==> config.mk <==
export PLATFORM = sky130hd
export DESIGN_NAME = spill_register
export DESIGN_NICKNAME = d
export VERILOG_FILES = /design/src/source/spill_register.sv
export SDC_FILE = /design/constraint.sdc
export NUM_CORES = 1
export LEC_CHECK = 0
export BUFFER_PORTS_ARGS = -buffer_cell sky130_fd_sc_hd__buf_4
export CAP_MARGIN = 30
export CORE_AREA = 4 4 41 43
export DETAILED_ROUTE_END_ITERATION = 10
export DIE_AREA = 0 0 45 47
export PLACE_DENSITY_LB_ADDON = 0.15
export REMOVE_ABC_BUFFERS = 1
export SYNTH_ARGS = -nofsm -noshare
export SYNTH_HDL_FRONTEND = slang
export SYNTH_SLANG_ARGS = --single-unit
==> constraint.sdc <==
create_clock -name clk_i -period 2.6 [get_ports clk_i]
set_input_delay 0.13 -clock clk_i [delete_from_list [all_inputs] [get_ports clk_i]]
set_output_delay 0.13 -clock clk_i [all_outputs]
set_load 0.1 [all_outputs]
==> src/source/spill_register.sv <==
// --------------------------------------
// Two-entry valid/ready register slice
// --------------------------------------
`timescale 1ns/1ns

module spill_register #(
  parameter type T      = logic,
  parameter bit  Bypass = 1'b0
) (
  input  logic clk_i,
  input  logic rst_i,
  input  logic valid_i,
  output logic ready_o,
  input  T     data_i,
  output logic valid_o,
  input  logic ready_i,
  output T     data_o
);

  if (Bypass) begin : gen_bypass
    assign valid_o = valid_i;
    assign ready_o = ready_i;
    assign data_o  = data_i;
  end else begin : gen_spill
    logic a_full_q;
    logic b_full_q;
    T     a_data_q;
    T     b_data_q;
    logic a_fill;
    logic a_drain;
    logic b_fill;
    logic b_drain;

    // Entry a takes new data, entry b holds the older item on a stall
    assign a_fill  = valid_i && ready_o;
    assign a_drain = a_full_q && !b_full_q;
    assign b_fill  = a_drain && !ready_i;
    assign b_drain = b_full_q && ready_i;

    always_ff @(posedge clk_i or posedge rst_i) begin
      if (rst_i) begin
        a_full_q <= 1'b0;
        b_full_q <= 1'b0;
      end else begin
        if (a_fill || a_drain) begin
          a_full_q <= a_fill;
        end
        if (b_fill || b_drain) begin
          b_full_q <= b_fill;
        end
      end
    end

    always_ff @(posedge clk_i) begin
      if (a_fill) begin
        a_data_q <= data_i;
      end
      if (b_fill) begin
        b_data_q <= a_data_q;
      end
    end

    // Both directions come straight from flops
    assign ready_o = !a_full_q || !b_full_q;
    assign valid_o = a_full_q || b_full_q;
    assign data_o  = b_full_q ? b_data_q : a_data_q;

    // An offered item stays put until the consumer takes it
    assert property (@(posedge clk_i) disable iff (rst_i)
      valid_o && !ready_i |=> valid_o && $stable(data_o));
  end

endmodule

== Word level (Yosys, flattened, before mapping) ==
Cells that the tools add are included.

* Register bits: 4
* Bits of input ports: 5
* Word-level logic and storage cells: 16
* Output and inout bits: 3

* Mux-type cells: 1
* Reductions and logical operators: 11

{| class="wikitable"
|+ Operator list
! operator !! number
|-
| 1-bit logical AND || 4
|-
| 1-bit logical OR || 4
|-
| 1-bit logical NOT || 3
|-
| 1-bit 2-to-1 mux || 1
|}

== Logic depth before layout (Yosys ltp) ==
* Word-level depth: 4
* Gate-level depth with buffers: 1
* Depth with buffers taken out: 1

== Worst setup path before layout ==
Ideal clock, no wire load.

* Path type: reg2out
* Start point: register gen_spill.b_full_q
* End point: output valid_o
* Required time: 2470 ps
* Path slack: 1330 ps
* Arrival: 1140 ps
* Stages on the path, launching flop included: 2
* Path buffers: 0
* Path through: dfrtp_1 > or2_1

* Longest elaborated chain between the ends: 1

{| class="wikitable"
|+ Ends and longest elaborated chain
! item !! RTL line !! source
|-
| start: declaration || 26 || <nowiki>logic b_full_q;</nowiki>
|-
| start signal: assignment || 49 || <nowiki>b_full_q <= b_fill;</nowiki>
|-
| 1-bit logical OR || 65 || <nowiki>assign valid_o = a_full_q || b_full_q;</nowiki>
|-
| end: declaration || 15 || <nowiki>output logic valid_o,</nowiki>
|}

Every way passes these cells.

== Worst setup path in the final report ==
* Start point: register gen_spill.b_full_q
* End point: output data_o

* Longest elaborated chain between the ends: 1

{| class="wikitable"
|+ Ends and longest elaborated chain
! item !! RTL line !! source
|-
| 1-bit 2-to-1 mux || 66 || <nowiki>assign data_o = b_full_q ? b_data_q : a_data_q;</nowiki>
|-
| end: declaration || 17 || <nowiki>output T data_o</nowiki>
|}

Every way passes these cells.

==> metrics.cfg <==
[status]
status=completed

[drt]
vias=132
routed_wirelength_um=328
ant_nets=0
drtPass1Iterations=1
wl_per_cell_um=8.41
drc=0
viasPerCell=3.38
dr.first_iter.drc_count=0

[logic_synthesis]
yosysTopAreaCell=edfxtp_1
syn-cell-area_um2=173
ys.flop_type=edfxtp_1
yosysWarnings=0
synth_area_leaders=edfxtp_1 (35%), dfrtp_1 (29%), mux2_4 (8.7%), o21ba_2 (5.8%), a21o_2 (5.1%)
syn_inst=12
postSynthAreaPerCell_um2=14.4
synth_seq_area_share_pct=63.8
synthDistinctLibCells=10
synth-seq-cells=4
synth_common_cells=dfrtp_1 (2), edfxtp_1 (2)
async_reset_ff_share_pct=50.0
synth_edf_count=2
synth_top_area_share_pct=34.8

[global_routing]
grt_max_degree=8
grt_pass1_wl_um=524
grt_overflow_total=0
antenna_found_initial=0
grt_pass1_vias=135
track_usage_pct=4.45

[setup_path]
critPathLaunchType=register
worst-path-buf-inv=1
endpoint_kind=output pin
cp_slowest_cell=dfrtp_1
required_ns=2.47
worstPathArrival_ns=1.22
slowest_delay_ns=0.44
crit_chain=mux2_4 > buf_4
path_max_fanout=7
critPathKind=register to output pin
cp_top_family=flip-flops

[timing]
setup_violations=0
maxSlewHeadroom_pct=81.5
setup_tns_ns=0
slew_violations=0
fin_ws_ns=1.25
rsz0062_at_grt=false
hold_viol=0
min_period_ns=1.35
worst_pin_slew_ns=0.280
max_freq_mhz=741
skew_ns=0.0117
period_share_pct=51.9

[power]
power_leakage_nw=0.123
p_sw_mw=0.0665
swShare_pct=31.4
pwr-share-seq_pct=35.8
clkPwrFrac_pct=40.4
pwr-share-comb_pct=23.7
power_density_nw_per_um2=755
vdd_drop_max_mv=0.187
cellInternalPower_mw=0.145

[finish]
n_antenna_cell=0
fin_nets=30
area_growth_pct=62.3
drive_gt1_share_pct=54.2
n_fill_cell=157
finalCoreUtilization_pct=21.5

[place]
pre_cts_ws_ns=1.48
port_buffers=7
place_congestion=0.638

[clock_network]
cts_tree=done
root_buffer=clkbuf_4
cts.repair.resized=0
htree_levels=1
numCtsBuffers=3
clk_pin_slew_ns=0.05
cts_buffer_depth=2
clock-sinks=4
clk_latency_ns=0.24

[floorplan]
dieArea_um2=2120
core_um2=1300
design.portCount=8
initial_utilization_pct=13.3
row_count=13
dieHeight_um=47
die_w_um=45

[run]
maxCapViolations=0

[worst_hold_path]
min_path_type=input port to register

[per-layer routing]
metal	wire length (µm)	track usage, %
met4	0	8.77
met3	44	3.83
met2	133	4.24
met1	150	3.70
met5	0	0
[layout make-up]
cell class / instances / area (µm²) / share of cell area [%]
flip-flops and latches: 4 / 110 / 39.3
repair buffers: 8 / 62.6 / 22.3
inverters: 1 / 3.75 / 1.34
clock buffers: 4 / 26.3 / 9.37
multi-input cells: 7 / 58.8 / 21.0
well taps: 15 / 18.8 / 6.70
[metrics by stage]
stage               area [µm²]  power (mW)  std cells  hold WS (ns)
finish                     280       0.212         39        0.0643
detailed placement         244       0.127         34      -0.00427
global route               280       0.225         39        0.0462
CTS                        280       0.218         39        0.0519
floorplan                  173       0.114         12        -0.129
global placement           244       0.127         34      -0.00832
[path summary, 6_finish.rpt]
kind	from	to	slack, ns	cells past startpoint
max in group asynchronous	rst_i	gen_spill.b_full_q	2.18	3
worst max-delay path	gen_spill.b_full_q	data_o	1.25	2
worst min register to register	gen_spill.a_data_q	gen_spill.b_data_q	0.46	0
worst max register to register	gen_spill.b_full_q	gen_spill.b_data_q	1.62	1
worst min-delay path	data_i	gen_spill.a_data_q	0.06	1
min in group asynchronous	rst_i	gen_spill.a_full_q	0.31	3
[cell families (layout without fill, tap and decap cells)]
kind of cell,count (synthesis),in the layout,share of synthesized area [%]
flip-flops,4,4,63.8
AO/OA/AOI/OAI,3,3,15.2
AND/OR/NAND/NOR,3,3,10.1
multiplexers,1,1,8.69
buffers and inverters,1,13,2.17
[sequential cells by signal, summed over array words and instances, names as in the netlist]
register / flops
gen_spill.b_full_q: 1
gen_spill.a_data_q: 1
gen_spill.a_full_q: 1
gen_spill.b_data_q: 1
[what timing repair did]
item,CTS,global route
endpoints found under the setup margin,0,0
buffers inserted,0,0
endpoints found under the hold margin,2,0
hold buffers,1,0
[layout by cell type, fill, tap and decap left out, types with 2 or more instances in the layout]
cell and n:
edfxtp_1 2, dfrtp_1 2, clkbuf_4 3, buf_4 7
[power by group through the flow]
stage | Clock [mW] | Combinational, mW | Sequential, mW
4_1_cts | 0.0916 | 0.0508 | 0.0760
3_3_place_gp | 0 | 0.0497 | 0.0768
2_1_floorplan | 0 | 0.0381 | 0.0759
6_report | 0.0856 | 0.0502 | 0.0759
5_1_grt | 0.0961 | 0.0523 | 0.0765
3_5_place_dp | 0 | 0.0495 | 0.0771
Power figures use the tool's default switching activity.
