### config.mk
export PLATFORM = sky130hd
export DESIGN_NAME = cc_ipu
export DESIGN_NICKNAME = d
export VERILOG_FILES = /design/src/source/cc_pkg.sv /design/src/source/cc_ipu.sv
export SDC_FILE = /design/constraint.sdc
export NUM_CORES = 2
export LEC_CHECK = 0
export ABC_AREA = 1
export BUFFER_PORTS_ARGS = -buffer_cell sky130_fd_sc_hd__buf_2
export CORE_ASPECT_RATIO = 0.7
export CORE_MARGIN = 10
export CORE_UTILIZATION = 40
export DETAILED_ROUTE_END_ITERATION = 8
export PLACE_DENSITY = 0.66
export SLEW_MARGIN = 10
export SYNTH_ARGS = -nofsm -noshare
export SYNTH_HDL_FRONTEND = slang
export SYNTH_SLANG_ARGS = --single-unit
export TNS_END_PERCENT = 100
### constraint.sdc
create_clock -name clk_i -period 4.2 [get_ports clk_i]
set_input_delay 0.63 -clock clk_i [delete_from_list [all_inputs] [get_ports clk_i]]
set_output_delay 0.63 -clock clk_i [all_outputs]
set_load 0.02 [all_outputs]
### src/source/cc_pkg.sv
// --------------------------------------
// Core complex constants, operation enums
// and the records passed between blocks
// --------------------------------------
package cc_pkg;

  // Reset PC
  localparam logic [31:0] BootAddr = 32'h0000_1000;

  // Register slices on the offload path
  localparam bit CutOffloadReq  = 1'b1;
  localparam bit CutOffloadResp = 1'b1;

  // RV32 major opcodes in the supported subset
  localparam logic [6:0] opcode_op     = 7'b0110011;
  localparam logic [6:0] opcode_op_imm = 7'b0010011;
  localparam logic [6:0] opcode_lui    = 7'b0110111;

  typedef logic [4:0] reg_idx_t;

  typedef enum logic [1:0] {
    cls_alu,
    cls_offload,
    cls_illegal
  } op_class_e;

  typedef enum logic [2:0] {
    alu_add,
    alu_sub,
    alu_xor,
    alu_or,
    alu_and,
    alu_lui
  } alu_op_e;

  typedef enum logic [1:0] {
    mul_mul,
    mul_mulh,
    mul_mulhu
  } mul_op_e;

  typedef struct packed {
    op_class_e   op_class;
    alu_op_e     alu_op;
    mul_op_e     mul_op;
    reg_idx_t    rd;
    reg_idx_t    rs1;
    reg_idx_t    rs2;
    logic [31:0] imm;
    logic        use_imm;
    logic        writes_rd;
  } decoded_t;

  // Offload request, id names the destination register
  typedef struct packed {
    reg_idx_t    id;
    mul_op_e     mul_op;
    logic [31:0] arga;
    logic [31:0] argb;
  } acc_req_t;

  typedef struct packed {
    reg_idx_t    id;
    logic [31:0] data;
  } acc_resp_t;

  typedef struct packed {
    reg_idx_t    rd;
    logic [31:0] data;
  } wb_t;

endpackage

### src/source/cc_ipu.sv
// --------------------------------------
// Two-stage pipelined integer multiplier
// --------------------------------------
`timescale 1ns/1ns

module cc_ipu import cc_pkg::*; (
  input  logic      clk_i,
  input  logic      rst_i,
  input  acc_req_t  acc_req_i,
  input  logic      acc_req_valid_i,
  output logic      acc_req_ready_o,
  output acc_resp_t acc_resp_o,
  output logic      acc_resp_valid_o,
  input  logic      acc_resp_ready_i
);

  logic               advance;
  logic               s1_valid_q;
  logic               pvalid_q;
  reg_idx_t           s1_id_q;
  mul_op_e            s1_op_q;
  logic [63:0]        s1_prod_q;
  logic signed [32:0] opa;
  logic signed [32:0] opb;
  logic signed [63:0] prod;
  acc_resp_t          resp_q;

  // Pipeline freezes as a whole while the output is held
  assign advance         = !pvalid_q || acc_resp_ready_i;
  assign acc_req_ready_o = advance;

  // Only MULH treats operands as signed; the low word is the same for all
  assign opa  = {(acc_req_i.mul_op == mul_mulh) && acc_req_i.arga[31], acc_req_i.arga};
  assign opb  = {(acc_req_i.mul_op == mul_mulh) && acc_req_i.argb[31], acc_req_i.argb};
  assign prod = 64'(opa) * 64'(opb);

  always_ff @(posedge clk_i or posedge rst_i) begin
    if (rst_i) begin
      s1_valid_q <= 1'b0;
      pvalid_q   <= 1'b0;
    end else if (advance) begin
      s1_valid_q <= acc_req_valid_i;
      pvalid_q   <= s1_valid_q;
    end
  end

  always_ff @(posedge clk_i) begin
    if (advance) begin
      s1_id_q     <= acc_req_i.id;
      s1_op_q     <= acc_req_i.mul_op;
      s1_prod_q   <= prod;
      resp_q.id   <= s1_id_q;
      resp_q.data <= (s1_op_q == mul_mul) ? s1_prod_q[31:0] : s1_prod_q[63:32];
    end
  end

  assign acc_resp_o       = resp_q;
  assign acc_resp_valid_o = pvalid_q;

endmodule

---- Yosys cells after proc, flatten, opt, wreduce, memory -nomap -nowiden ----
Cells that the tools add are included.
Widths: inputs -> output; s select.
word-level totals
  flip-flop bits (word level) ............. 110
  word-level logic and storage cells ...... 15
  bits of input ports ..................... 75
  output and inout bits ................... 39
cells by class
  muxes and demuxes ....................... 1
  multipliers ............................. 1
  equal/unequal tests ..................... 1
  reduce and logical (&&, ||, !) cells .... 5
operators by type and width
  cell                number
  $mul 33x33->64      1
  $mux 32             1
  $eq 2x1->1 const B  1
  $logic_and 1x1->1   2
  $logic_not 2->1     1
  $logic_not 1->1     1
  $logic_or 1x1->1    1

---- Logic depth before layout (Yosys ltp) ----
  word-level depth ........................ 3
  depth in mapped cells ................... 33
  mapped depth without buffers ............ 31

---- Worst setup path after synthesis ----
No wires, ideal clock.
  path type ............................... in2reg
  start point ............................. input acc_req_i[65] in the netlist's numbering
  end point ............................... register s1_prod_q[56] (data pin)
  arrival ................................. 7.585 ns
  setup time .............................. 0.253 ns
  setup slack ............................. -3.638 ns
  data required time ...................... 3.947 ns
  buffers on the path ..................... 2
  cell stages on the path ................. 27
  cells stage by stage .................... inv_1 -> nand2_1 -> clkbuf_1 -> buf_1 -> nor2_1 -> fa_1 -> fa_1 -> fa_1 -> inv_1 -> fa_1 -> inv_1 -> fa_1 -> fa_1 -> inv_1 -> fa_1 -> fa_1 -> inv_1 -> ha_1 -> a21oi_1 -> nor2_1 -> nor2_1 -> nor2_1 -> or2_0 -> nor2_1 -> nand3_1 -> nand2_1 -> nand2_1
on the way
  longest elaborated chain between the ends .. 3
  elaborated cells on any way between the ends .. 4
  classes of those cells .................. mul: 1; eq/ne: 1; reduce/logical: 2
RTL lines
  element                                      RTL line                    text
  start: declaration                           cc_ipu.sv:9                 input acc_req_t acc_req_i,
  $eq 2x1->1 *                                 cc_ipu.sv:33, cc_ipu.sv:34
  $logic_and 1x1->1, on equally long branches  cc_ipu.sv:33, cc_ipu.sv:34
  $mul 33x33->64 *                             cc_ipu.sv:35                assign prod = 64'(opa) * 64'(opb);
  net prod[56]                                 cc_ipu.sv:25                logic signed [63:0] prod;
  end signal: assignment                       cc_ipu.sv:51                s1_prod_q <= prod;
  end: declaration                             cc_ipu.sv:22                logic [63:0] s1_prod_q;
The timed path passes the listed nets; every way through them passes the cells marked *.
A chain may end at the register's enable or synchronous reset.

---- Worst setup path after layout ----
  start point ............................. input acc_req_i[65] in the netlist's numbering
  end point ............................... register s1_prod_q[57] (data pin)
The elaborated chain is that of the path after synthesis.

==> key figures <==
STA
  • Final setup viols: 58
  • Worst-margin pin slew: 0.704 ns
  • Setup TNS Final: -135.28 ns
  • Minimum clock period: 6.99 ns
  • Setup Skew: 0.0145 ns
  • Final Max Tran Viols: 0
  • Fmax: 143 MHz
  • Setup ws final: -2.79 ns
  • Final Hold Fails: 0
  • Final hold slack: 0.0924 ns
  • Rel. slew slack: 0.530
  • RSZ-0062 raised after global routing: true
  • Fin crit share: 1.66

Synth
  • Number of synthesized flops with an enable pin: 108
  • Syn. warnings: 0
  • Syn Std Cell Area: 43,900 um2
  • Mapped Nets: 6,723
  • Post-Syn Area per Cell: 8.27 um2
  • Syn Inst Count: 5,311
  • Leading register cell type out of synthesis: edfxtp_1
  • Async SR Flop Fraction: 0.0182
  • Post-synthesis sequential area ratio: 0.0750
  • Cell variety after synth: 38
  • Synth Register Bits: 110

Critical path
  • Startpoint types: primary input
  • CP top delay family: adder cells
  • Setup Crit Path Kind: in2reg
  • CP max stage delay: 0.63 ns
  • CP dominant cell by count: fa_1
  • Crit path buf inv count: 10
  • CP endpoint kind: flip-flop
  • Worst EP required: 4.33 ns
  • Maximum fanout along the worst path: 5
  • CP Data Arrival Time: 7.13 ns
  • Crit-path slowest cell: fa_2

Floorplanning
  • Cell Rows: 101
  • Full die area: 124,000 um2
  • Die width: 416 um
  • I/O pin cnt: 114
  • Die Height: 297 um
  • CORE AREA: 109,000 um2
  • Initial core utilization: 0.404

Detailed routing
  • 1st-iter DRT viols: 2,764
  • Post-DRT Antenna Nets: 0
  • # DRC: 0
  • DR WL/cell: 20.1 um
  • DR pass1 iterations: 5
  • Via/cell ratio: 4.89
  • Via count: 35,813
  • Total wire length: 147 mm

Clock tree
  • H-tree levels: 3
  • Num CTS Buffers: 9
  • CTS tree: built
  • Clock sink total: 110
  • Clk buf depth: 2
  • Root Buffer Master: clkbuf_16
  • Clock latency on the worst-skew pair: 0.37 ns
  • Clock slew at the register clock pins of the worst setup and hold paths: 0.09 ns

Place
  • Hpwl dp: 122 mm
  • Placed inst area: 51,600 um2
  • Placer Congestion: 0.975
  • # port buffers: 113
  • Inst Count DP: 7,190

Cells and area
  • Nets: 7,288
  • Post-route insts no fill: 7,328
  • Fill cells: 9,619
  • Area grow syn2layout: 30.2%
  • Cell area after layout: 57,200 um2
  • Layout cell share with drive strength beyond 1: 0.287

Global route
  • First-pass GRT wire length: 223 mm
  • Met1 Use GR: 0.331
  • Largest net degree at the start of global routing: 50
  • GR Layer Usage met3: 0.0550
  • Total global routing overflow: 0
  • Most Crowded Layer GR: met2
  • Total GRT Usage: 0.230
  • Vias in the first global route: 38,123
  • M2 GR Usage: 0.353
  • Initial antenna violation count: 8

Min path
  • Min-Delay Path Class: in2async

Outcome
  • Status: complete, but fails checks
  • Failing checks: negative setup slack

Run
  • Max-cap viol count: 0
[flip-flops by register name, indices dropped and copies added, names as in the netlist]
register          count
s1_id_q               5
acc_resp_o           37
s1_prod_q            64
s1_op_q               2
acc_resp_valid_o      1
s1_valid_q            1
[synth_stat cells, types with 2 or more instances]
master	instances	share of area
nor3_1	6	0.00068
buf_2	4	0.00046
a21oi_1	59	0.0067
o21bai_1	12	0.0021
a21o_1	2	0.00034
edfxtp_1	108	0.074
or2_2	7	0.0010
nand4_1	18	0.0026
nor2_4	2	0.00051
dfrtp_1	2	0.0011
nand3_1	66	0.0075
inv_2	4	0.00034
nand3b_1	2	0.00034
nor2_1	166	0.014
nand2_2	14	0.0020
xor2_1	31	0.0062
xnor2_1	3	0.00060
o21ai_0	16	0.0018
a21oi_2	4	0.00080
nor3_4	2	0.00074
clkbuf_1	228	0.019
mux2_2	32	0.0082
nor4_1	2	0.00028
nor3_2	3	0.00068
nor2_2	9	0.0013
o21ai_1	6	0.00068
inv_1	1656	0.14
ha_1	212	0.060
nand3_2	9	0.0021
nand2_1	1494	0.13
fa_1	1125	0.51
[timing repair]
item                                   CTS  global route
endpoints found under the hold margin    0             0
setup endpoints to repair               58            58
buffers inserted                        29            79
cloned                                   6            13
resized for setup                      415           664
pin swaps                              112           324
hold buffers                             0             0
[kinds of logic after synthesis]
logic type,after synthesis,share of synthesized area
XOR/XNOR,34,0.00678
buffers and inverters,1894,0.162
multiplexers,32,0.00821
flip-flops,110,0.0750
adder cells (fa/ha/maj),1337,0.573
AND/OR/NAND/NOR,1803,0.162
AO/OA/AOI/OAI,101,0.0128
[layout make-up]
class	count	area (um2)	area share
clock inverters	7	76.3	0.00133
diodes	5	12.5	0.000219
multi-input cells	3308	37700	0.659
repair inverters	2	12.5	0.000219
well taps	1442	1800	0.0316
repair buffers	784	7800	0.136
clock buffers	9	225	0.00394
inverters	1661	6280	0.110
flip-flops and latches	110	3290	0.0576
[final timing paths]
kind | start | endpoint | slack [ns] | cells after the start
min in group clk_i | s1_id_q[0] | acc_resp_o[32] | 0.42 | 0
max | acc_req_i[65] | s1_prod_q[57] | -2.79 | 28
max in group asynchronous | rst_i | acc_resp_valid_o | 4.00 | 2
min | rst_i | s1_valid_q | 0.09 | 2
min reg2reg | s1_id_q[0] | acc_resp_o[32] | 0.42 | 0
max reg2reg | acc_resp_valid_o | acc_resp_o[4] | 2.28 | 2
[cells in the final DEF, fill, tap and decap left out, types with 7 or more instances in the layout]
cell type and count:
inv_1 1498, nand2_1 1235, fa_1 1047, buf_4 469, nand2_2 172, inv_2 153, ha_1 119, edfxtp_1 108
buf_6 107, buf_12 97, nand2_4 91, ha_4 90, fa_2 78, nor2_4 70, nor2_1 70, buf_2 69
nand3_1 42, nor2_2 37, mux2_2 32, a21oi_4 29, a21oi_2 24, buf_8 22, clkbuf_16 21, nand3_2 19
nand4_1 18, xor2_1 18, nand3_4 14, nand2_8 11, a21oi_1 10, o21ai_2 9, xor2_2 8, or2_2 7
inv_4 7
[stage by stage]
| step | utilization | setup WS, ns |
|---|---|---|
| 4_1_cts | 0.495 | -2.79 |
| 6_report | 0.526 | -2.79 |
| 5_1_grt | 0.526 | -2.98 |
| 3_3_place_gp | 0.475 | -3.71 |
| 3_5_place_dp | 0.475 | -3.69 |
| 2_1_floorplan | - | -2.84 |
[metal layers]
layer	vias to the layer above	share of wire
met5	-	0
met1	18231	0.42
met3	193	0.11
li1	15832	-
met4	0	0.031
met2	1557	0.44
Power is not shown: default switching activity piles up to over one toggle a cycle in this logic, so the estimate is an artifact.
