--- src/source/cc_pkg.sv ---
// --------------------------------------
// Core complex constants, operation enums
// and the records passed between blocks
// --------------------------------------
package cc_pkg;

  // Reset PC
  localparam logic [31:0] BootAddr = 32'h0000_1000;

  // Register slices on the offload path
  localparam bit CutOffloadReq  = 1'b1;
  localparam bit CutOffloadResp = 1'b1;

  // RV32 major opcodes in the supported subset
  localparam logic [6:0] opcode_op     = 7'b0110011;
  localparam logic [6:0] opcode_op_imm = 7'b0010011;
  localparam logic [6:0] opcode_lui    = 7'b0110111;

  typedef logic [4:0] reg_idx_t;

  typedef enum logic [1:0] {
    cls_alu,
    cls_offload,
    cls_illegal
  } op_class_e;

  typedef enum logic [2:0] {
    alu_add,
    alu_sub,
    alu_xor,
    alu_or,
    alu_and,
    alu_lui
  } alu_op_e;

  typedef enum logic [1:0] {
    mul_mul,
    mul_mulh,
    mul_mulhu
  } mul_op_e;

  typedef struct packed {
    op_class_e   op_class;
    alu_op_e     alu_op;
    mul_op_e     mul_op;
    reg_idx_t    rd;
    reg_idx_t    rs1;
    reg_idx_t    rs2;
    logic [31:0] imm;
    logic        use_imm;
    logic        writes_rd;
  } decoded_t;

  // Offload request, id names the destination register
  typedef struct packed {
    reg_idx_t    id;
    mul_op_e     mul_op;
    logic [31:0] arga;
    logic [31:0] argb;
  } acc_req_t;

  typedef struct packed {
    reg_idx_t    id;
    logic [31:0] data;
  } acc_resp_t;

  typedef struct packed {
    reg_idx_t    rd;
    logic [31:0] data;
  } wb_t;

endpackage

--- src/source/cc_decode.sv ---
// --------------------------------------
// Instruction decode for the RV32 subset
// --------------------------------------
`timescale 1ns/1ns

module cc_decode import cc_pkg::*; (
  input  logic [31:0] inst_data_i,
  output decoded_t    dec_o
);

  logic [6:0] opcode;
  logic [2:0] funct3;
  logic [6:0] funct7;

  assign opcode = inst_data_i[6:0];
  assign funct3 = inst_data_i[14:12];
  assign funct7 = inst_data_i[31:25];

  always_comb begin
    dec_o          = '0;
    dec_o.op_class = cls_illegal;
    dec_o.alu_op   = alu_add;
    dec_o.mul_op   = mul_mul;
    dec_o.rd       = inst_data_i[11:7];
    dec_o.rs1      = inst_data_i[19:15];
    case (opcode)
      opcode_op: begin
        dec_o.op_class = cls_alu;
        dec_o.rs2      = inst_data_i[24:20];
        case ({funct7, funct3})
          10'b0000000_000: dec_o.alu_op = alu_add;
          10'b0100000_000: dec_o.alu_op = alu_sub;
          10'b0000000_100: dec_o.alu_op = alu_xor;
          10'b0000000_110: dec_o.alu_op = alu_or;
          10'b0000000_111: dec_o.alu_op = alu_and;
          10'b0000001_000: dec_o.op_class = cls_offload;
          10'b0000001_001: begin
            dec_o.op_class = cls_offload;
            dec_o.mul_op   = mul_mulh;
          end
          10'b0000001_011: begin
            dec_o.op_class = cls_offload;
            dec_o.mul_op   = mul_mulhu;
          end
          default: dec_o.op_class = cls_illegal;
        endcase
      end
      opcode_op_imm: begin
        // ADDI only; rs2 stays x0 so the immediate bits raise no hazard
        if (funct3 == 3'b000) begin
          dec_o.op_class = cls_alu;
          dec_o.use_imm  = 1'b1;
          dec_o.imm      = {{20{inst_data_i[31]}}, inst_data_i[31:20]};
        end
      end
      opcode_lui: begin
        dec_o.op_class = cls_alu;
        dec_o.alu_op   = alu_lui;
        dec_o.rs1      = '0;
        dec_o.use_imm  = 1'b1;
        dec_o.imm      = {inst_data_i[31:12], 12'h000};
      end
      default: dec_o.op_class = cls_illegal;
    endcase

    // Illegal words act as a no-op with no register operands
    if (dec_o.op_class == cls_illegal) begin
      dec_o.rd  = '0;
      dec_o.rs1 = '0;
      dec_o.rs2 = '0;
    end
    dec_o.writes_rd = (dec_o.op_class != cls_illegal) && (dec_o.rd != '0);
  end

endmodule

--- config.mk ---
export PLATFORM = sky130hd
export DESIGN_NAME = cc_decode
export DESIGN_NICKNAME = d
export VERILOG_FILES = /design/src/source/cc_pkg.sv /design/src/source/cc_decode.sv
export SDC_FILE = /design/constraint.sdc
export NUM_CORES = 1
export LEC_CHECK = 0
export BUFFER_PORTS_ARGS = -buffer_cell sky130_fd_sc_hd__buf_4
export CAP_MARGIN = 15
export CORE_ASPECT_RATIO = 1.5
export CORE_UTILIZATION = 33
export DETAILED_ROUTE_END_ITERATION = 8
export PLACE_DENSITY = 0.86
export SLEW_MARGIN = 5
export SYNTH_ARGS = -nofsm -noshare
export SYNTH_HDL_FRONTEND = slang
export SYNTH_SLANG_ARGS = --single-unit
--- constraint.sdc ---
create_clock -name vclk -period 2.9
set_input_delay 0.725 -clock vclk [all_inputs]
set_output_delay 0.725 -clock vclk [all_outputs]
set_load 0.02 [all_outputs]
* Word-level counts from Yosys, hierarchy flattened
Index checks and enable logic that the tools add are counted.
** Storage, ports and cells
- Flip-flop bits (word level) :: 0
- Input port bits :: 32
- Logic and storage cells :: 30
** Operators by class
- Eq/ne operators :: 12
- Mux-type cells :: 12
- Reductions and logical operators :: 6
** Operators with widths (number)
- $pmux W33 S2 :: 1
- $mux W33 :: 1
- $eq A10 B3 Y1 const B :: 3
- $eq A10 B4 Y1 const B :: 3
- $mux W15 :: 1
- $eq A7 B6 Y1 const B :: 2
- $pmux W3 S4 :: 1
- $eq A10 B9 Y1 const B :: 1
- $logic_not A10 Y1 :: 1
- $mux W5 :: 2
- $pmux W2 S2 :: 2
- $eq A7 B5 Y1 const B :: 1
- $pmux W2 S3 :: 1
- $pmux W3 S2 :: 1
- $reduce_bool A5 Y1 :: 1
- $reduce_or A5 Y1 :: 1
- $mux W2 :: 2
- $logic_not A3 Y1 :: 1
- $reduce_or A3 Y1 :: 1
- $eq A2 B2 Y1 const B :: 1
- $ne A2 B2 Y1 const B :: 1
- $logic_and A1 B1 Y1 :: 1

* Depth between registers and ports, before layout
Gate-level depths: netlist (run 1).
- Word-level depth :: 8
- Depth in mapped cells :: 5
- Depth with buffers taken out :: 4

* Least setup slack after synthesis (run 1)
OpenSTA, ideal clock, no wires.
- Path kind :: input -> output
- Start point :: input inst_data_i[26]
- End point :: output dec_o[52] in the netlist's numbering
- Data arrival time :: 2.398 ns
- Required time :: 2.175 ns
- Slack :: -0.223 ns
- Stages on the path :: 3
- Path buffers :: 0
- Cell sequence :: or4_4 > or4_4 > nor4_1
** RTL lines
- start, declared :: line cc_decode.sv:7 : input logic [31:0] inst_data_i,
- end, declared :: line cc_decode.sv:8 : output decoded_t dec_o

==> results of run 1 <==
## where the power goes
part	total (mW)	switching [mW]	internal, mW
clock network	0	0	0
logic	0.104	0.0527	0.0511
registers	0	0	0
total	0.104	0.0527	0.0511
## layer usage
| metal | GRT usage (%) | up-vias | share of wire, % |
|---|---|---|---|
| met5 | 0 | - | 0 |
| met4 | 3.57 | 0 | 5.8 |
| met3 | 4.40 | 41 | 12 |
| met2 | 58.4 | 155 | 50 |
| met1 | 29.9 | 645 | 32 |
| li1 | - | 580 | - |
## area by class of cell
class                           instances  area share (%)
Timing Repair Buffer                  108            56.5
Multi-Input combinational cell         88            40.4
Inverter                                8            1.69
Tap cell                               21            1.48
## cell families after synthesis
| kind of cell | synth area share [%] |
|---|---|
| adder cells (fa/ha/maj) | 1.56 |
| AND/OR/NAND/NOR | 44.6 |
| buffers and inverters | 10.9 |
| AO/OA/AOI/OAI | 42.9 |
## metrics by stage
stage / hold slack [ns] / worst slack (ns) / cell area (um^2) / cells
2_1_floorplan: 1.50 / -0.0390 / 648 / 102
3_3_place_gp: 1.75 / -0.194 / 1410 / 217
3_5_place_dp: 1.75 / -0.221 / 1410 / 217
4_1_cts: 1.75 / -0.141 / 1500 / 221
5_1_grt: 1.78 / -0.289 / 1770 / 225
6_report: 1.76 / -0.242 / 1770 / 225
## synth_stat cells, drive strengths merged
| library cell | count |
|---|---|
| a21boi | 10 |
| a21o | 19 |
| a21oi | 4 |
| and2 | 1 |
| and3 | 6 |
| buf | 4 |
| clkbuf | 2 |
| inv | 8 |
| maj3 | 1 |
| nand2 | 4 |
| nand2b | 2 |
| nand3b | 2 |
| nand4 | 1 |
| nand4b | 1 |
| nor2 | 18 |
| nor3 | 4 |
| nor3b | 1 |
| nor4 | 3 |
| nor4b | 1 |
| o2111ai | 1 |
| o211a | 1 |
| o211ai | 1 |
| o311a | 1 |
| or2 | 2 |
| or4 | 4 |
## placed cells by master (no fill, tap or decap), types with 2 or more instances in the layout
cell type and n:
sky130_fd_sc_hd__inv_1 8, sky130_fd_sc_hd__a21boi_2 6, sky130_fd_sc_hd__a21oi_2 2, sky130_fd_sc_hd__or4_4 3, sky130_fd_sc_hd__nand2b_1 2, sky130_fd_sc_hd__nor2_1 12
sky130_fd_sc_hd__nor3_2 2, sky130_fd_sc_hd__nor2_4 6, sky130_fd_sc_hd__nand3b_1 2, sky130_fd_sc_hd__a21o_1 18, sky130_fd_sc_hd__buf_6 38, sky130_fd_sc_hd__clkbuf_16 2
sky130_fd_sc_hd__a21oi_1 2, sky130_fd_sc_hd__buf_4 67, sky130_fd_sc_hd__nand2_1 3, sky130_fd_sc_hd__and3_1 5, sky130_fd_sc_hd__a21boi_1 4
## what timing repair did
item,in CTS,in global routing
resized for setup,19,54
cloned,1,3
buffers inserted,3,1
pin swaps,11,7
setup endpoints to repair,22,47
## worst paths after layout
path              slack [ns]            start  cells past startpoint        end
setup / recovery       -0.24   inst_data_i[0]                      8  dec_o[48]
hold / removal          1.76  inst_data_i[29]                      3  dec_o[31]
==> flow_results.xml, run 1 <==
<?xml version="1.0" encoding="UTF-8"?>
<metrics>
  <group name="floorplanning">
    <metric name="dieWidth" unit="um">38.0</metric>
    <metric name="io_pins" unit="">88</metric>
    <metric name="core_area" unit="um^2">1830</metric>
    <metric name="initial_core_util" unit="%">35.1</metric>
    <metric name="chipHeight" unit="um">56.0</metric>
    <metric name="die_area" unit="um^2">2130</metric>
    <metric name="rows" unit="">19</metric>
  </group>
  <group name="status">
    <metric name="outcome" unit="">finished, violations left</metric>
    <metric name="violations" unit="">setup timing</metric>
  </group>
  <group name="logic_synthesis">
    <metric name="syn-mean-instance-area" unit="um^2">6.29</metric>
    <metric name="mappedNetlistArea" unit="um^2">642</metric>
    <metric name="netlist.area_leader.share" unit="%">21.1</metric>
    <metric name="netlist_instances" unit="">102</metric>
    <metric name="netlist-cell-type-count" unit="">31</metric>
    <metric name="postSynthNetCount" unit="">134</metric>
    <metric name="synth_seq_area_share" unit="%">0</metric>
    <metric name="synth.top_cells.by_area" unit="">sky130_fd_sc_hd__a21o_1 (21%), sky130_fd_sc_hd__a21boi_0 (12%), sky130_fd_sc_hd__nor2_1 (11%)</metric>
    <metric name="ys.warnings.count" unit="">0</metric>
    <metric name="synthDominantAreaCellType" unit="">sky130_fd_sc_hd__a21o_1</metric>
  </group>
  <group name="timing">
    <metric name="fin_crit_share" unit="%">108</metric>
    <metric name="finalSetupTns" unit="ns">-3.91</metric>
    <metric name="layout_min_cycle_time" unit="ns">3.14</metric>
    <metric name="fmaxAchievable" unit="MHz">318</metric>
    <metric name="tightest_slew" unit="ns">0.881</metric>
    <metric name="setup_viol" unit="">47</metric>
    <metric name="worst_slew_margin_rel" unit="%">41.3</metric>
    <metric name="rsz0062_at_grt" unit="">yes</metric>
    <metric name="final_max_slew_viol_count" unit="">0</metric>
    <metric name="timing.final.hold_violations" unit="">0</metric>
    <metric name="setup_slack" unit="ns">-0.242</metric>
  </group>
  <group name="global_route">
    <metric name="antenna_found_initial" unit="">0</metric>
    <metric name="first_global_vias" unit="">1108</metric>
    <metric name="globalRoute.totalOverflow" unit="">0</metric>
    <metric name="globalRouteTotalUtil" unit="%">29.2</metric>
    <metric name="global_route_wire_length_before_repair" unit="mm">4.81</metric>
    <metric name="grt_start_max_net_pins" unit="">21</metric>
  </group>
  <group name="cells_and_area">
    <metric name="num-nets-final" unit="">238</metric>
    <metric name="clock_buffer_count" unit="">0</metric>
    <metric name="final_core_density" unit="%">96.9</metric>
    <metric name="filler_cell_count" unit="">33</metric>
    <metric name="diodes" unit="">0</metric>
    <metric name="synthToLayoutAreaGrowth" unit="%">176</metric>
    <metric name="final_layout_size_suffix_gt1_share" unit="%">67.2</metric>
    <metric name="layout.area.seq" unit="um^2">0</metric>
    <metric name="seq_cell_count" unit="">0</metric>
    <metric name="multi_input_area" unit="um^2">716</metric>
  </group>
  <group name="placed_design">
    <metric name="place_hpwl" unit="mm">2.42</metric>
    <metric name="numPortBuffers" unit="">88</metric>
    <metric name="gp_congestion" unit="">0.914</metric>
  </group>
  <group name="power">
    <metric name="max-vdd-ir-drop" unit="uV">58.9</metric>
    <metric name="power.density_cell_area" unit="nW/um^2">58.6</metric>
    <metric name="static_power_due_to_leakage" unit="nW">1.03</metric>
    <metric name="design_power_total" unit="mW">0.104</metric>
  </group>
  <group name="min_path">
    <metric name="hp-class" unit="">input port to output port</metric>
  </group>
  <group name="worst_setup_path">
    <metric name="critical_path.max_stage_delay" unit="ns">0.69</metric>
    <metric name="crit_top_cell" unit="">sky130_fd_sc_hd__buf_4</metric>
    <metric name="worst-setup-path-type" unit="">input port to output port</metric>
    <metric name="critical_path.top_delay_family" unit="">compound AO/OA/AOI/OAI gates</metric>
    <metric name="worst_setup_path_start_kind" unit="">input port</metric>
    <metric name="crit_path_max_fanout" unit="">12</metric>
    <metric name="worstPathRequired" unit="ns">2.17</metric>
    <metric name="endpoint_kind" unit="">output port</metric>
    <metric name="path_cells" unit="">buf_4 &gt; nand4b_1 &gt; buf_4 &gt; nor2_1 &gt; buf_4 &gt; a21oi_1 &gt; a21boi_1 &gt; buf_4</metric>
    <metric name="worstPathArrival" unit="ns">2.42</metric>
    <metric name="crit_path_top_delay_cell" unit="">sky130_fd_sc_hd__a21oi_1</metric>
    <metric name="path_buf_inv" unit="">4</metric>
  </group>
  <group name="flow_run">
    <metric name="drv_cap" unit="">0</metric>
  </group>
  <group name="clocking">
    <metric name="cts_hold_buf" unit="">0</metric>
  </group>
  <group name="routing">
    <metric name="drt_first_pass_iters" unit="">4</metric>
    <metric name="wire_per_inst" unit="um">22.4</metric>
    <metric name="routed_wl" unit="mm">5.05</metric>
    <metric name="remaining_antenna_violation_count" unit="">0</metric>
    <metric name="detail_route.drc_violations" unit="">0</metric>
    <metric name="drt_iter0_markers" unit="">96</metric>
    <metric name="via_count" unit="">1421</metric>
    <metric name="routed_via_density" unit="">6.32</metric>
  </group>
</metrics>
No activity file was read; power rests on OpenSTA's default activity.
==> inputs of run 2 (changes only) <==
Settings changed: BUFFER_PORTS_ARGS -buffer_cell sky130_fd_sc_hd__buf_4 to -buffer_cell sky130_fd_sc_hd__buf_2, CORE_ASPECT_RATIO 1.5 to unset, CORE_UTILIZATION 33 to 35, PLACE_DENSITY 0.86 to 0.9.
Clock period 2.9 ns to 3.7 ns, I/O delays scaled along.
==> run 2 against run 1 <==
Effect of this change:
- the run now ends clean
- routed wire length decreased by 51%
- setup slack better by 0.42 ns
- global-route usage fell by 7.5 points
- die area down 5.6%
- total power fell by 55%
- flip-flop and latch count unchanged
- via count decreased by 24%
- count of clock-buffer cells in the layout stayed put
- design area shrank 36%
- largest cell class is now multi-input gates
- largest power group unchanged
- highest routed layer unchanged
==> flow_results.xml, run 2 (same netlist as run 1, synthesis figures left out) <==
<?xml version="1.0" encoding="UTF-8"?>
<metrics>
  <group name="routing">
    <metric name="remaining_antenna_violation_count" unit="">0</metric>
    <metric name="routed_wl" unit="mm">2.49</metric>
    <metric name="detail_route.drc_violations" unit="">0</metric>
    <metric name="routed_via_density" unit="">5.00</metric>
    <metric name="wire_per_inst" unit="um">11.6</metric>
    <metric name="drt_iter0_markers" unit="">23</metric>
    <metric name="drt_first_pass_iters" unit="">4</metric>
    <metric name="via_count" unit="">1076</metric>
  </group>
  <group name="cells_and_area">
    <metric name="num-nets-final" unit="">224</metric>
    <metric name="diodes" unit="">0</metric>
    <metric name="synthToLayoutAreaGrowth" unit="%">75.8</metric>
    <metric name="final_core_density" unit="%">65.4</metric>
    <metric name="layout.cells.most_common" unit="">sky130_fd_sc_hd__buf_2</metric>
    <metric name="final_layout_size_suffix_gt1_share" unit="%">54.2</metric>
    <metric name="layout.area.seq" unit="um^2">0</metric>
    <metric name="seq_cell_count" unit="">0</metric>
    <metric name="final_cell_mix" unit="">sky130_fd_sc_hd__buf_2 (88), sky130_fd_sc_hd__nor2_1 (18), sky130_fd_sc_hd__a21o_1 (18), sky130_fd_sc_hd__a21boi_0 (10), sky130_fd_sc_hd__inv_1 (8)</metric>
    <metric name="clock_buffer_count" unit="">0</metric>
  </group>
  <group name="worst_setup_path">
    <metric name="worstPathArrival" unit="ns">2.60</metric>
    <metric name="endpoint_kind" unit="">output port</metric>
    <metric name="worst-setup-path-type" unit="">input port to output port</metric>
    <metric name="crit_path_top_delay_cell" unit="">sky130_fd_sc_hd__or4_4</metric>
    <metric name="path_cells" unit="">buf_2 &gt; or4_4 &gt; or4_4 &gt; nor4_1 &gt; buf_2</metric>
    <metric name="critical_path.max_stage_delay" unit="ns">0.54</metric>
    <metric name="timing.critical_path.from" unit="">inst_data_i[26]</metric>
    <metric name="worstPathRequired" unit="ns">2.77</metric>
    <metric name="crit_path_max_fanout" unit="">3</metric>
    <metric name="worst_setup_path_start_kind" unit="">input port</metric>
  </group>
  <group name="min_path">
    <metric name="hp-class" unit="">input port to output port</metric>
    <metric name="worstHoldStart" unit="">inst_data_i[17]</metric>
    <metric name="worstHoldEndpoint" unit="">dec_o[19]</metric>
    <metric name="cell_depth_of_the_worst_hold_path" unit="">3</metric>
  </group>
  <group name="clocking">
    <metric name="cts_hold_buf" unit="">0</metric>
    <metric name="post-cts-setup-buffer-count" unit="">0</metric>
    <metric name="post_cts.resized_instances" unit="">0</metric>
  </group>
  <group name="timing">
    <metric name="rsz0062_at_grt" unit="">no</metric>
    <metric name="timing.final.hold_violations" unit="">0</metric>
    <metric name="final_max_slew_viol_count" unit="">0</metric>
    <metric name="worst_slew_margin_rel" unit="%">54.8</metric>
    <metric name="fin_crit_share" unit="%">95.3</metric>
    <metric name="setup_viol" unit="">0</metric>
    <metric name="setup_slack" unit="ns">0.174</metric>
    <metric name="layout_min_cycle_time" unit="ns">3.53</metric>
    <metric name="tightest_slew" unit="ns">0.676</metric>
    <metric name="finalSetupTns" unit="ns">0</metric>
    <metric name="fmaxAchievable" unit="MHz">284</metric>
  </group>
  <group name="status">
    <metric name="outcome" unit="">finished, final reports clean</metric>
  </group>
  <group name="floorplanning">
    <metric name="rows" unit="">15</metric>
    <metric name="chipHeight" unit="um">44.8</metric>
    <metric name="initial_core_util" unit="%">37.2</metric>
    <metric name="dieWidth" unit="um">44.8</metric>
    <metric name="die_area" unit="um^2">2010</metric>
    <metric name="core_area" unit="um^2">1730</metric>
    <metric name="io_pins" unit="">88</metric>
  </group>
  <group name="flow_run">
    <metric name="drv_cap" unit="">0</metric>
  </group>
  <group name="global_route">
    <metric name="global_route_wire_length_before_repair" unit="mm">3.42</metric>
    <metric name="grt_start_max_net_pins" unit="">13</metric>
    <metric name="antenna_found_initial" unit="">0</metric>
    <metric name="globalRoute.totalOverflow" unit="">0</metric>
    <metric name="globalRouteTotalUtil" unit="%">21.7</metric>
    <metric name="first_global_vias" unit="">864</metric>
  </group>
  <group name="placed_design">
    <metric name="place_ws" unit="ns">0.179</metric>
    <metric name="numPortBuffers" unit="">88</metric>
    <metric name="gp_congestion" unit="">0.763</metric>
    <metric name="place_hpwl" unit="mm">2.07</metric>
  </group>
  <group name="power">
    <metric name="static_power_due_to_leakage" unit="nW">0.879</metric>
    <metric name="max-vdd-ir-drop" unit="uV">24.4</metric>
    <metric name="power.density_cell_area" unit="nW/um^2">41.6</metric>
  </group>
</metrics>
[run 2: changes by cell type in the layout (fill, tap and decap cells not counted), sizes merged]
cell / before / now
clkbuf: 2 / 0
buf: 106 / 94
[run 2: worst max path at each step]
stage                            to  depth (start not counted)
after CTS                 dec_o[51]                          6
after global routing      dec_o[51]                          6
after global placement    dec_o[51]                          6
after detailed placement  dec_o[51]                          6
final                     dec_o[52]                          5
after floorplan           dec_o[52]                          3
[run 2: metrics by stage]
step	power [mW]	hold WS [ns]	std cells	instance area [um^2]
2_1_floorplan	0.0179	1.94	102	642
3_3_place_gp	0.0445	2.17	215	1130
3_5_place_dp	0.0466	2.18	215	1130
4_1_cts	0.0467	2.18	215	1130
5_1_grt	0.0517	2.19	215	1130
6_report	0.0470	2.18	215	1130
[run 2: critical path: cells and delay by family]
family	cells	cell delay, ns
simple gates	3	1.33
buf+inv	2	0.34
[run 2: cell type report]
type | count | area [um^2]
fill | 167 | 598
multi-input combinational | 88 | 582
timing repair buffer | 94 | 485
tap | 25 | 31.3
inverter | 8 | 30.0
[run 2: metal layers]
metal / vias to the layer above / part of all wire (%) / global-route usage [%]
li1: 547 / - / -
met1: 468 / 40 / 22.9
met2: 57 / 51 / 45.3
met3: 4 / 7.7 / 1.60
met4: 0 / 1.5 / 4.85
met5: - / 0 / 0
[run 2: power by group]
group          switching, mW  leakage, nW  internal, mW
Clock                      0            0             0
Sequential                 0            0             0
Combinational         0.0259        0.879        0.0211
